<file path="src/hw/core_pkg.sv">
// Core-wide widths and types
`default_nettype none

package core_pkg;

    //////////////////////////////////////////////////
    // Widths
    localparam int XLEN = 32;
    localparam int REG_ADDR_W = 5;
    localparam int ID_W = 3;

    // Issue ID that wraps after 2**ID_W operations
    typedef logic [ID_W-1:0] id_t;

    typedef logic [REG_ADDR_W-1:0] reg_addr_t;

    //////////////////////////////////////////////////
    // Operations
    typedef enum logic [3:0] {
        OP_ADD,
        OP_SUB,
        OP_SLL,
        OP_SLT,
        OP_SLTU,
        OP_XOR,
        OP_SRL,
        OP_SRA,
        OP_OR,
        OP_AND,
        // Passes operand b through for LUI
        OP_PASS_B,
        OP_MUL,
        OP_MULH,
        OP_MULHSU,
        OP_MULHU
    } core_op_t;

    // True for operations handled by the multiplier
    function automatic logic is_mul_op(core_op_t op);
        logic result;
        result = op inside {OP_MUL, OP_MULH, OP_MULHSU, OP_MULHU};
        return result;
    endfunction

endpackage

`default_nettype wire

</file>
<file path="src/hw/unit_issue_if.sv">
// Issue path to an execution unit
`timescale 1ns/1ps
`default_nettype none

interface unit_issue_if;
    import core_pkg::*;

    // One-cycle strobe per issued operation
    logic valid;
    core_op_t op;
    logic [XLEN-1:0] a;
    logic [XLEN-1:0] b;
    id_t id;
    reg_addr_t rd;

    modport issuer (
        output valid, op, a, b, id, rd
    );

    modport unit (
        input valid, op, a, b, id, rd
    );

endinterface

`default_nettype wire

</file>
<file path="src/hw/decode_issue.sv">
// Decode and issue
`timescale 1ns/1ps
`default_nettype none

module decode_issue #(
    parameter int MUL_LATENCY = 3
) (
    input  wire logic                          clk,
    input  wire logic                          rst_n,
    input  wire logic                          instr_valid,
    input  wire logic [31:0]                   instr,
    output logic                               instr_ready,
    output logic                               illegal_instr,
    output core_pkg::reg_addr_t                rs1_addr,
    output core_pkg::reg_addr_t                rs2_addr,
    input  wire logic [core_pkg::XLEN-1:0]     rs1_data,
    input  wire logic [core_pkg::XLEN-1:0]     rs2_data,
    input  wire logic                          wb_valid,
    input  core_pkg::reg_addr_t                wb_rd,
    unit_issue_if.issuer                       alu_issue,
    unit_issue_if.issuer                       mul_issue
);
    import core_pkg::*;

    localparam int NUM_REGS = 2**REG_ADDR_W;
    localparam logic [6:0] OPC_OP     = 7'b0110011;
    localparam logic [6:0] OPC_OP_IMM = 7'b0010011;
    localparam logic [6:0] OPC_LUI    = 7'b0110111;
    localparam logic [6:0] F7_BASE    = 7'b0000000;
    localparam logic [6:0] F7_ALT     = 7'b0100000;
    localparam logic [6:0] F7_MULDIV  = 7'b0000001;

    logic [6:0] opcode;
    logic [2:0] funct3;
    logic [6:0] funct7;
    reg_addr_t rd_field;
    core_op_t op;
    logic legal, uses_rs1, uses_rs2, op_is_mul;
    logic [XLEN-1:0] imm;
    logic [XLEN-1:0] operand_b;
    logic [NUM_REGS-1:0] pending;
    logic [NUM_REGS-1:0] set_mask;
    logic [NUM_REGS-1:0] clr_mask;
    // Bit i set when a multiply was accepted i + 1 edges ago
    logic [MUL_LATENCY-1:0] mul_hist;
    logic hazard, discard, accept, issue_any;
    id_t next_id;
    core_op_t issue_op;
    logic [XLEN-1:0] issue_a;
    logic [XLEN-1:0] issue_b;
    id_t issue_id;
    reg_addr_t issue_rd;

    assign opcode = instr[6:0];
    assign funct3 = instr[14:12];
    assign funct7 = instr[31:25];
    assign rd_field = instr[11:7];
    assign rs1_addr = instr[19:15];
    assign rs2_addr = instr[24:20];

    //////////////////////////////////////////////////
    // Decode
    always_comb begin
        op = OP_ADD;
        legal = 1'b1;
        uses_rs1 = 1'b0;
        uses_rs2 = 1'b0;
        imm = {{(XLEN-12){instr[31]}}, instr[31:20]};
        case (opcode)
            OPC_OP: begin
                uses_rs1 = 1'b1;
                uses_rs2 = 1'b1;
                case ({funct7, funct3})
                    {F7_BASE, 3'b000}: op = OP_ADD;
                    {F7_ALT, 3'b000}: op = OP_SUB;
                    {F7_BASE, 3'b001}: op = OP_SLL;
                    {F7_BASE, 3'b010}: op = OP_SLT;
                    {F7_BASE, 3'b011}: op = OP_SLTU;
                    {F7_BASE, 3'b100}: op = OP_XOR;
                    {F7_BASE, 3'b101}: op = OP_SRL;
                    {F7_ALT, 3'b101}: op = OP_SRA;
                    {F7_BASE, 3'b110}: op = OP_OR;
                    {F7_BASE, 3'b111}: op = OP_AND;
                    {F7_MULDIV, 3'b000}: op = OP_MUL;
                    {F7_MULDIV, 3'b001}: op = OP_MULH;
                    {F7_MULDIV, 3'b010}: op = OP_MULHSU;
                    {F7_MULDIV, 3'b011}: op = OP_MULHU;
                    default: legal = 1'b0;
                endcase
            end
            OPC_OP_IMM: begin
                uses_rs1 = 1'b1;
                case (funct3)
                    3'b000: op = OP_ADD;
                    3'b010: op = OP_SLT;
                    3'b011: op = OP_SLTU;
                    3'b100: op = OP_XOR;
                    3'b110: op = OP_OR;
                    3'b111: op = OP_AND;
                    3'b001: begin
                        op = OP_SLL;
                        legal = (funct7 == F7_BASE);
                        imm = {{(XLEN-5){1'b0}}, instr[24:20]};
                    end
                    default: begin
                        op = (funct7 == F7_ALT) ? OP_SRA : OP_SRL;
                        legal = (funct7 == F7_BASE) || (funct7 == F7_ALT);
                        imm = {{(XLEN-5){1'b0}}, instr[24:20]};
                    end
                endcase
            end
            OPC_LUI: begin
                op = OP_PASS_B;
                imm = {instr[31:12], 12'b0};
            end
            default: legal = 1'b0;
        endcase
    end

    assign op_is_mul = is_mul_op(op);
    assign operand_b = uses_rs2 ? rs2_data : imm;

    //////////////////////////////////////////////////
    // Hazards and acceptance
    // An ALU result would collide with a multiply accepted MUL_LATENCY - 1 edges earlier
    assign hazard = (uses_rs1 && pending[rs1_addr]) || (uses_rs2 && pending[rs2_addr])
                    || pending[rd_field] || (!op_is_mul && mul_hist[MUL_LATENCY-2]);
    assign discard = (rd_field == '0);
    assign instr_ready = !legal || discard || !hazard;
    assign accept = instr_valid && instr_ready;
    assign issue_any = accept && legal && !discard;

    assign set_mask = issue_any ? (NUM_REGS'(1) << rd_field) : '0;
    assign clr_mask = wb_valid ? (NUM_REGS'(1) << wb_rd) : '0;

    always_ff @(posedge clk) begin
        if (!rst_n) begin
            pending <= '0;
            mul_hist <= '0;
            next_id <= '0;
            illegal_instr <= 1'b0;
            alu_issue.valid <= 1'b0;
            mul_issue.valid <= 1'b0;
        end else begin
            // Set wins over a same-edge clear
            pending <= (pending & ~clr_mask) | set_mask;
            mul_hist <= {mul_hist[MUL_LATENCY-2:0], issue_any && op_is_mul};
            next_id <= issue_any ? id_t'(next_id + 1'b1) : next_id;
            illegal_instr <= accept && !legal;
            alu_issue.valid <= issue_any && !op_is_mul;
            mul_issue.valid <= issue_any && op_is_mul;
        end
    end

    // Issue packet shared by both units
    always_ff @(posedge clk) begin
        if (issue_any) begin
            issue_op <= op;
            issue_a <= rs1_data;
            issue_b <= operand_b;
            issue_id <= next_id;
            issue_rd <= rd_field;
        end
    end

    assign alu_issue.op = issue_op;
    assign alu_issue.a = issue_a;
    assign alu_issue.b = issue_b;
    assign alu_issue.id = issue_id;
    assign alu_issue.rd = issue_rd;
    assign mul_issue.op = issue_op;
    assign mul_issue.a = issue_a;
    assign mul_issue.b = issue_b;
    assign mul_issue.id = issue_id;
    assign mul_issue.rd = issue_rd;

    //////////////////////////////////////////////////
    // Assertions
    // A second issue to a busy register would find it already cleared at its write
    a_wr_pending: assert property (@(posedge clk) disable iff (!rst_n)
        wb_valid |-> pending[wb_rd]);

    a_one_unit: assert property (@(posedge clk) disable iff (!rst_n)
        !(alu_issue.valid && mul_issue.valid));

    // Multiplier result must land the cycle the history predicts
    a_mul_wb_slot: assert property (@(posedge clk) disable iff (!rst_n)
        mul_hist[MUL_LATENCY-1] |=> wb_valid);

endmodule

`default_nettype wire

</file>
<file path="src/flat_wrapper.sv">
// flat-port wrapper written by rule: the top's interface ports become plain ports
module decode_issue_flat import core_pkg::*;
#(
    parameter int MUL_LATENCY = 3
)
  (clk, rst_n, instr_valid, instr, instr_ready, illegal_instr, rs1_addr, rs2_addr, rs1_data, rs2_data, wb_valid, wb_rd, alu_issue_valid, alu_issue_op, alu_issue_a, alu_issue_b, alu_issue_id, alu_issue_rd, mul_issue_valid, mul_issue_op, mul_issue_a, mul_issue_b, mul_issue_id, mul_issue_rd);
  unit_issue_if alu_issue_i ();
  unit_issue_if mul_issue_i ();
  input  wire logic clk;
  input  wire logic rst_n;
  input  wire logic instr_valid;
  input  wire logic [31:0] instr;
  output logic instr_ready;
  output logic illegal_instr;
  output core_pkg::reg_addr_t rs1_addr;
  output core_pkg::reg_addr_t rs2_addr;
  input  wire logic [core_pkg::XLEN-1:0] rs1_data;
  input  wire logic [core_pkg::XLEN-1:0] rs2_data;
  input  wire logic wb_valid;
  input  core_pkg::reg_addr_t wb_rd;
  output wire logic [$bits(alu_issue_i.valid)-1:0] alu_issue_valid;
  output wire logic [$bits(alu_issue_i.op)-1:0] alu_issue_op;
  output wire logic [$bits(alu_issue_i.a)-1:0] alu_issue_a;
  output wire logic [$bits(alu_issue_i.b)-1:0] alu_issue_b;
  output wire logic [$bits(alu_issue_i.id)-1:0] alu_issue_id;
  output wire logic [$bits(alu_issue_i.rd)-1:0] alu_issue_rd;
  output wire logic [$bits(mul_issue_i.valid)-1:0] mul_issue_valid;
  output wire logic [$bits(mul_issue_i.op)-1:0] mul_issue_op;
  output wire logic [$bits(mul_issue_i.a)-1:0] mul_issue_a;
  output wire logic [$bits(mul_issue_i.b)-1:0] mul_issue_b;
  output wire logic [$bits(mul_issue_i.id)-1:0] mul_issue_id;
  output wire logic [$bits(mul_issue_i.rd)-1:0] mul_issue_rd;
  assign alu_issue_valid = alu_issue_i.valid;
  assign alu_issue_op = alu_issue_i.op;
  assign alu_issue_a = alu_issue_i.a;
  assign alu_issue_b = alu_issue_i.b;
  assign alu_issue_id = alu_issue_i.id;
  assign alu_issue_rd = alu_issue_i.rd;
  assign mul_issue_valid = mul_issue_i.valid;
  assign mul_issue_op = mul_issue_i.op;
  assign mul_issue_a = mul_issue_i.a;
  assign mul_issue_b = mul_issue_i.b;
  assign mul_issue_id = mul_issue_i.id;
  assign mul_issue_rd = mul_issue_i.rd;
  decode_issue #(.MUL_LATENCY(MUL_LATENCY)) u_core (.clk(clk), .rst_n(rst_n), .instr_valid(instr_valid), .instr(instr), .instr_ready(instr_ready), .illegal_instr(illegal_instr), .rs1_addr(rs1_addr), .rs2_addr(rs2_addr), .rs1_data(rs1_data), .rs2_data(rs2_data), .wb_valid(wb_valid), .wb_rd(wb_rd), .alu_issue(alu_issue_i), .mul_issue(mul_issue_i));
endmodule
</file>
<file path="config.mk">
export PLATFORM = sky130hd
export DESIGN_NAME = decode_issue_flat
export DESIGN_NICKNAME = d
export VERILOG_FILES = /design/src/hw/core_pkg.sv /design/src/hw/unit_issue_if.sv /design/src/hw/decode_issue.sv /design/src/flat_wrapper.sv
export SDC_FILE = /design/constraint.sdc
export NUM_CORES = 1
export LEC_CHECK = 0
export ABC_AREA = 1
export BUFFER_PORTS_ARGS = -buffer_cell sky130_fd_sc_hd__buf_2
export CAP_MARGIN = 0
export CORE_MARGIN = 2
export CORE_UTILIZATION = 40
export DETAILED_ROUTE_END_ITERATION = 8
export GPL_ROUTABILITY_DRIVEN = 0
export GPL_TIMING_DRIVEN = 0
export PLACE_DENSITY = 0.68
export SLEW_MARGIN = 5
export SYNTH_ARGS = -nofsm -noshare
export SYNTH_HDL_FRONTEND = slang
export SYNTH_SLANG_ARGS = --single-unit
</file>
<file path="constraint.sdc">
create_clock -name clk -period 5 [get_ports clk]
set_input_delay 0.5 -clock clk [delete_from_list [all_inputs] [get_ports clk]]
set_output_delay 0.5 -clock clk [all_outputs]
set_load 0.02 [all_outputs]
</file>
# After elaboration in Yosys (flattened, before gate mapping)
# Cells that the tools add are included.
[totals]
ff_bits = 116
inputBits = 105
out_inout_bits = 166
word_cells = 94
[classes]
n_addsub = 1
order_cmp = 3
n_eq_ne = 27
n_shift = 2
muxes = 20
n_bitwise = 3
reduce_logical = 27
[op_table]
columns = ["op", "count"]
rows = [
  ["2-to-1 mux 32 bit", 4],
  ["case mux 32 bit (2 select lines)", 1],
  ["<< shifter 1 x 5 -> 32 bit (first input constant)", 2],
  ["case mux 4 bit (13 select lines)", 1],
  ["== test 10 x 3 -> 1 bit (second input constant)", 4],
  ["== test 10 x 4 -> 1 bit (second input constant)", 4],
  ["AND 32 bit", 1],
  ["NOT 32 bit", 1],
  ["OR 32 bit", 1],
  ["case mux 4 bit (7 select lines)", 1],
  ["== test 7 x 6 -> 1 bit (second input constant)", 3],
  ["== test 10 x 2 -> 1 bit (second input constant)", 2],
  ["== test 10 x 9 -> 1 bit (second input constant)", 2],
  ["less-than comparator 5 x 6 -> 1 bit (second input constant)", 3],
  ["== test 4 bit (second input constant)", 4],
  ["binary-select mux 1 bit (select 5 bit)", 3],
  ["OR reduction 14 bit", 1],
  ["case mux 4 bit (3 select lines)", 1],
  ["== test 10 x 1 -> 1 bit (second input constant)", 1],
  ["logical NOT 10 bit", 1],
  ["== test 3 bit (second input constant)", 3],
  ["logical AND 1 bit", 9],
  ["== test 7 x 5 -> 1 bit (second input constant)", 1],
  ["logical NOT 7 bit", 1],
  ["other kinds (13)", 28],
]

# Longest topological paths before layout
[depth]
ltp_word = 16
depth_mapped = 19
mapped_depth_nobuf = 17

# Worst setup path before layout
# Ideal clock, no wire load.
[synth_timing]
path_type = "input-to-reg"
start = "input port instr[16]"
end = "register u_core.issue_a[0], in the netlist u_core.alu_issue.a[0] (enable)"
setup_time_ps = 430
arrival_ps = 3326
required_time_ps = 4570
slack_ps = 1244
path_stages = 14
n_path_buf = 2
path_cell_list = "buf_2 > clkinv_1 > a21oi_1 > o21ai_0 > nand3_1 > nand2_1 > nand2_1 > nand3_1 > nand2_1 > nor2_1 > nor2_1 > nand4_1 > buf_2 > inv_1"
[synth_via]
elab_chain_cells = 11
[synth_lines]
columns = ["item", "line", "rtl"]
rows = [
  ["from (decl)", "flat_wrapper.sv:12", "input wire logic [31:0] instr;"],
  ["binary-select mux 1 bit (select 5 bit)", "decode_issue.sv:126", "assign hazard = (uses_rs1 && pending[rs1_addr]) || (uses_rs2 && pending[rs2_addr])"],
  ["2-to-1 mux 1 bit (not written as such)", "decode_issue.sv:126", ""],
  ["logical AND 1 bit", "decode_issue.sv:126", ""],
  ["logical OR 1 bit", "decode_issue.sv:126", ""],
  ["logical OR 1 bit (2 in a row)", "decode_issue.sv:127", "|| pending[rd_field] || (!op_is_mul && mul_hist[MUL_LATENCY-2]);"],
  ["logical NOT 1 bit", "decode_issue.sv:129", "assign instr_ready = !legal || discard || !hazard;"],
  ["logical OR 1 bit", "decode_issue.sv:129", ""],
  ["logical AND 1 bit", "decode_issue.sv:130", "assign accept = instr_valid && instr_ready;"],
  ["logical AND 1 bit (2 in a row)", "decode_issue.sv:131", "assign issue_any = accept && legal && !discard;"],
  ["net u_core.issue_any", "decode_issue.sv:46", "logic hazard, discard, accept, issue_any;"],
  ["to (signal assigned)", "decode_issue.sv:159", "issue_a <= rs1_data;"],
  ["to (decl)", "decode_issue.sv:49", "logic [XLEN-1:0] issue_a;"],
]
# The timed path passes the listed nets, and every way through them passes these cells. The select of a mux whose other input is x is not followed.
# A chain may end at the register's enable or synchronous reset.

# Worst setup path in the final report
[layout_timing]
start = "input port instr[3]"
end = "register u_core.issue_a[3], in the netlist u_core.alu_issue.a[3] (enable)"
[layout_via]
elab_chain_cells = 12
word_cells_on_any_way = 27
classes_between = "eq/ne: 7; mux: 4; reduce/logical: 16"
[layout_lines]
columns = ["item", "line", "rtl"]
rows = [
  ["== test 7 x 6 -> 1 bit / == test 7 x 5 -> 1 bit (equally long branches)", "decode_issue.sv:69", "case (opcode)"],
  ["case mux 4 bit (3 select lines) (*)", "decode_issue.sv:69", ""],
  ["net u_core.op[3]", "decode_issue.sv:37", "core_op_t op;"],
  ["== test 4 bit", "core_pkg.sv:41", "result = op inside {OP_MUL, OP_MULH, OP_MULHSU, OP_MULHU};"],
  ["nonzero test 4 bit (*)", "core_pkg.sv:41", ""],
  ["logical NOT 1 bit (*)", "decode_issue.sv:127", ""],
  ["logical AND 1 bit (*)", "decode_issue.sv:127", ""],
  ["logical OR 1 bit (*)", "decode_issue.sv:127", ""],
  ["logical NOT 1 bit (*)", "decode_issue.sv:129", ""],
  ["logical OR 1 bit (*)", "decode_issue.sv:129", ""],
  ["logical AND 1 bit (*)", "decode_issue.sv:130", ""],
  ["logical AND 1 bit (*) (2 in a row)", "decode_issue.sv:131", ""],
  ["net u_core.issue_any", "decode_issue.sv:46", ""],
]
# The timed path passes the listed nets; every way through them passes the cells marked *.

==> tab_implementation.tex <==
\begin{tabular}{lr}
\hline
Metric & Value \\
\hline
\multicolumn{2}{l}{\textbf{Outcome}} \\
Run status & finished, final reports clean \\
\multicolumn{2}{l}{\textbf{Synthesis}} \\
Cells taking the most area after synthesis & sky130\_fd\_sc\_hd\_\_edfxtp\_1, sky130\_fd\_sc\_hd\_\_dfxtp\_1, sky130\_fd\_sc\_hd\_\_buf\_4 \\
Count of synthesis-stage warnings from yosys & 0 \\
Primary FF master, synth & sky130\_fd\_sc\_hd\_\_edfxtp\_1 \\
Async set-or-reset flop fraction in the synthesized netlist & 0\% \\
Cell area after technology mapping & 0.00666 mm² \\
Mapped Nets & 897 \\
Adder-cell share of the synthesized area & 0.188\% \\
Distinct cell type count of the synthesized netlist & 38 \\
Fraction of synthesized cell area taken by the top area cell type & 34.3\% \\
Synthesized netlist cell count & 791 \\
Synthesized area per cell & 8.42 µm² \\
Leading area contributor after synthesis & sky130\_fd\_sc\_hd\_\_edfxtp\_1 \\
Share of the synthesized netlist area taken by xor and xnor gates & 0.131\% \\
Simple-gate share of the synthesized area & 20.8\% \\
Combinational family with the most area after synthesis & simple AND/OR/NAND/NOR gates \\
Seq/Total Area, Yosys & 46.0\% \\
\#FFs+latches synth & 115 \\
Fraction of synthesized area in multiplexers & 0\% \\
Number of enable flip-flop cells after synthesis & 76 \\
Post-synthesis compound-gate area fraction & 16.6\% \\
\multicolumn{2}{l}{\textbf{Final layout}} \\
Post-layout nets & 1180 \\
Most frequent cells in the layout & sky130\_fd\_sc\_hd\_\_buf\_2, sky130\_fd\_sc\_hd\_\_nand2\_1, sky130\_fd\_sc\_hd\_\_buf\_4 \\
Ant diodes & 0 \\
Area growth from synthesis to layout & 32.8\% \\
Final cell area excluding filler cells & 0.00884 mm² \\
Share of final-layout standard cells stronger than drive strength 1 & 39.6\% \\
Post-Route Utilization & 53.9\% \\
Most frequent standard cell in the layout excluding fill and tap cells & sky130\_fd\_sc\_hd\_\_buf\_2 \\
\multicolumn{2}{l}{\textbf{Worst setup path}} \\
Startpoint kind of the worst setup timing path & primary input \\
Setup slack of the most critical reg-to-reg path & 2.31 ns \\
Critical path cell sequence & buf\_2 > nor3\_2 > nand2\_2 > nor2\_4 > buf\_4 > o21ai\_0 > o211ai\_1 > nand2\_1 > nand2\_1 > nand4\_1 > buf\_2 > inv\_4 > buf\_16 \\
Crit path max-delay cell type & sky130\_fd\_sc\_hd\_\_inv\_4 \\
Data arrival at the endpoint of the critical path & 3.02 ns \\
Critical path buffers and inverters & 5 \\
Crit path capture type & flip-flop \\
Cell family contributing the most delay on the critical path & buffers and inverters \\
Crit path required time & 5.09 ns \\
Worst Path Class, Setup & in -> reg \\
Maximum fanout along the worst path & 52 \\
Stage delay of the slowest cell on the critical path & 0.31 ns \\
\multicolumn{2}{l}{\textbf{STA}} \\
Least-Margin Pin Slew & 0.745 ns \\
Worst-case clock skew & 0.00892 ns \\
Maximum clock rate & 342 MHz \\
Rel. slew slack & 49.8\% \\
Setup Viol. Count Final & 0 \\
Share of the clock period used by the worst path after layout & 58.4\% \\
Unrepaired setup endpoints after global routing & no \\
Time the worst path needs with I/O delays and setup & 2.92 ns \\
Final hold violations & 0 \\
Max-slew violation total from the final report & 0 \\
\multicolumn{2}{l}{\textbf{Floorplanning}} \\
Die boundary height & 133 µm \\
Area of the core & 0.0164 mm² \\
I/O pin total & 271 \\
Initial standard-cell utilization of the core & 40.6\% \\
Die footprint & 0.0177 mm² \\
Width of the die & 133 µm \\
Std cell rows & 47 \\
\multicolumn{2}{l}{\textbf{Power}} \\
Peak VDD IR & 228 µV \\
Power density of the placed cells & 268 mW/mm² \\
Leakage power of the design & 3.81 nW \\
\multicolumn{2}{l}{\textbf{Hold path}} \\
Type of the worst min-delay path & in -> reg \\
\multicolumn{2}{l}{\textbf{GRT}} \\
Maximum number of pins on one net before global-route repair & 53 \\
Number of antenna violations at the first check in global routing & 1 \\
Via count of the first global-routing pass & 6283 \\
Tot GR Track Use & 24.6\% \\
Remaining Overflow, GRT & 0 \\
Global-route wire length before repair & 33500 µm \\
\multicolumn{2}{l}{\textbf{CTS}} \\
Buffer type at the clock tree root & sky130\_fd\_sc\_hd\_\_clkbuf\_16 \\
Clock-pin transition on the worst setup and hold timing paths & 0.06 ns \\
Largest buffer count on any clock path & 2 \\
CTS tree & yes \\
Total of hold buffers inserted after clock tree synthesis & 0 \\
Clock Sinks & 115 \\
TritonCTS buffer count & 17 \\
Post CTS Setup Buffer Count & 0 \\
Count of cells resized by post-cts repair & 0 \\
Htree depth & 4 \\
Clock network latency to the later pin of the worst-skew pair & 0.42 ns \\
\multicolumn{2}{l}{\textbf{Route}} \\
Average detailed-routed wire length per instance & 16.9 µm \\
Number of routed nets with antenna violations & 0 \\
Wire length after detailed routing & 22100 µm \\
Length of the first detailed-routing pass in iterations & 6 \\
Vias per Instance & 5.18 \\
Drt first-iter violations & 651 \\
DRC violation count after routing & 0 \\
Vias after detailed routing & 6768 \\
\multicolumn{2}{l}{\textbf{Placed design}} \\
Placed wire-length estimate & 17300 µm \\
Post-Place Cell Area & 0.00828 mm² \\
I/O Buffers & 263 \\
\multicolumn{2}{l}{\textbf{Run}} \\
Max Cap Violations & 0 \\
\hline
\end{tabular}
flip-flops by register name (all words and copies together) (netlist names):
signal	count
u_core.alu_issue.id	3
u_core.alu_issue.a	32
u_core.alu_issue.b	32
u_core.alu_issue.valid	1
u_core.illegal_instr	1
u_core.pending	32
u_core.alu_issue.rd	5
u_core.mul_hist	2
u_core.alu_issue.op	4
u_core.next_id	3
area by class of cell:
type	count	area [µm²]
inverter	63	239
sequential	115	3060
clock buffer	17	425
tap	220	275
multi-input combinational	484	2510
clock inverter	15	135
fill	1592	7560
buffer	129	850
timing repair buffer	264	1340
Yosys cell counts, types with 2 or more instances:
master / number
sky130_fd_sc_hd__a211o_1: 3
sky130_fd_sc_hd__a21oi_1: 50
sky130_fd_sc_hd__a21oi_2: 2
sky130_fd_sc_hd__a22oi_1: 6
sky130_fd_sc_hd__buf_2: 12
sky130_fd_sc_hd__buf_4: 87
sky130_fd_sc_hd__buf_6: 3
sky130_fd_sc_hd__clkbuf_1: 26
sky130_fd_sc_hd__clkinv_1: 2
sky130_fd_sc_hd__dfxtp_1: 39
sky130_fd_sc_hd__edfxtp_1: 76
sky130_fd_sc_hd__inv_1: 59
sky130_fd_sc_hd__inv_2: 2
sky130_fd_sc_hd__nand2_1: 132
sky130_fd_sc_hd__nand2_2: 2
sky130_fd_sc_hd__nand3_1: 54
sky130_fd_sc_hd__nand3b_1: 2
sky130_fd_sc_hd__nand4_1: 42
sky130_fd_sc_hd__nor2_1: 55
sky130_fd_sc_hd__nor2_4: 2
sky130_fd_sc_hd__nor3_1: 3
sky130_fd_sc_hd__nor4_1: 5
sky130_fd_sc_hd__o211ai_1: 36
sky130_fd_sc_hd__o21ai_0: 60
sky130_fd_sc_hd__o21ai_2: 17
sky130_fd_sc_hd__o21bai_2: 2
cell families after synthesis:
kind of cell / count (synthesis)
and+or+nand+nor: 302
buffers and inverters: 192
AOI/OAI and AO/OA: 180
DFF: 115
xor gates and xnor gates: 1
adders and majority gates: 1
worst paths after layout:
kind	cells past startpoint	start	endpoint
worst max-delay path	13	instr[3]	u_core.alu_issue.a[3]$_DFFE_PP_
worst min-delay path	1	rs1_data[19]	u_core.alu_issue.a[19]$_DFFE_PP_
worst max register to register	13	u_core.pending[7]$_SDFF_PN0_	u_core.alu_issue.a[3]$_DFFE_PP_
worst min register to register	2	u_core.mul_hist[0]$_SDFF_PN0_	u_core.mul_hist[1]$_SDFF_PN0_
per-layer routing:
metal,global-route usage (%),share of wire [%],vias up
met5,0,0.068,-
met4,7.95,1.9,2
met3,5.25,7.6,30
met2,45.2,53,318
met1,28.3,37,3172
li1,-,-,3246
metrics by stage:
step	power [W]	setup WS (ns)	instances	TNS, ns	hold WS, ns
global route	0.00244	1.83	1307	0	0.239
floorplan	0.00116	1.24	791	0	0.434
CTS	0.00238	2.05	1307	0	0.239
finish	0.00237	2.08	1307	0	0.253
global placement	0.00125	-0.0496	1274	-3.22	0.418
detailed placement	0.00125	1.62	1275	0	0.441
power breakdown:
| group | internal [W] | leakage [nW] | switching, W |
|---|---|---|---|
| logic | 0.0000754 | 2.56 | 0.000141 |
| clock network | 0.000684 | 0.262 | 0.000453 |
| registers | 0.00101 | 0.988 | 0.00000114 |
Power figures use the tool's default switching activity.
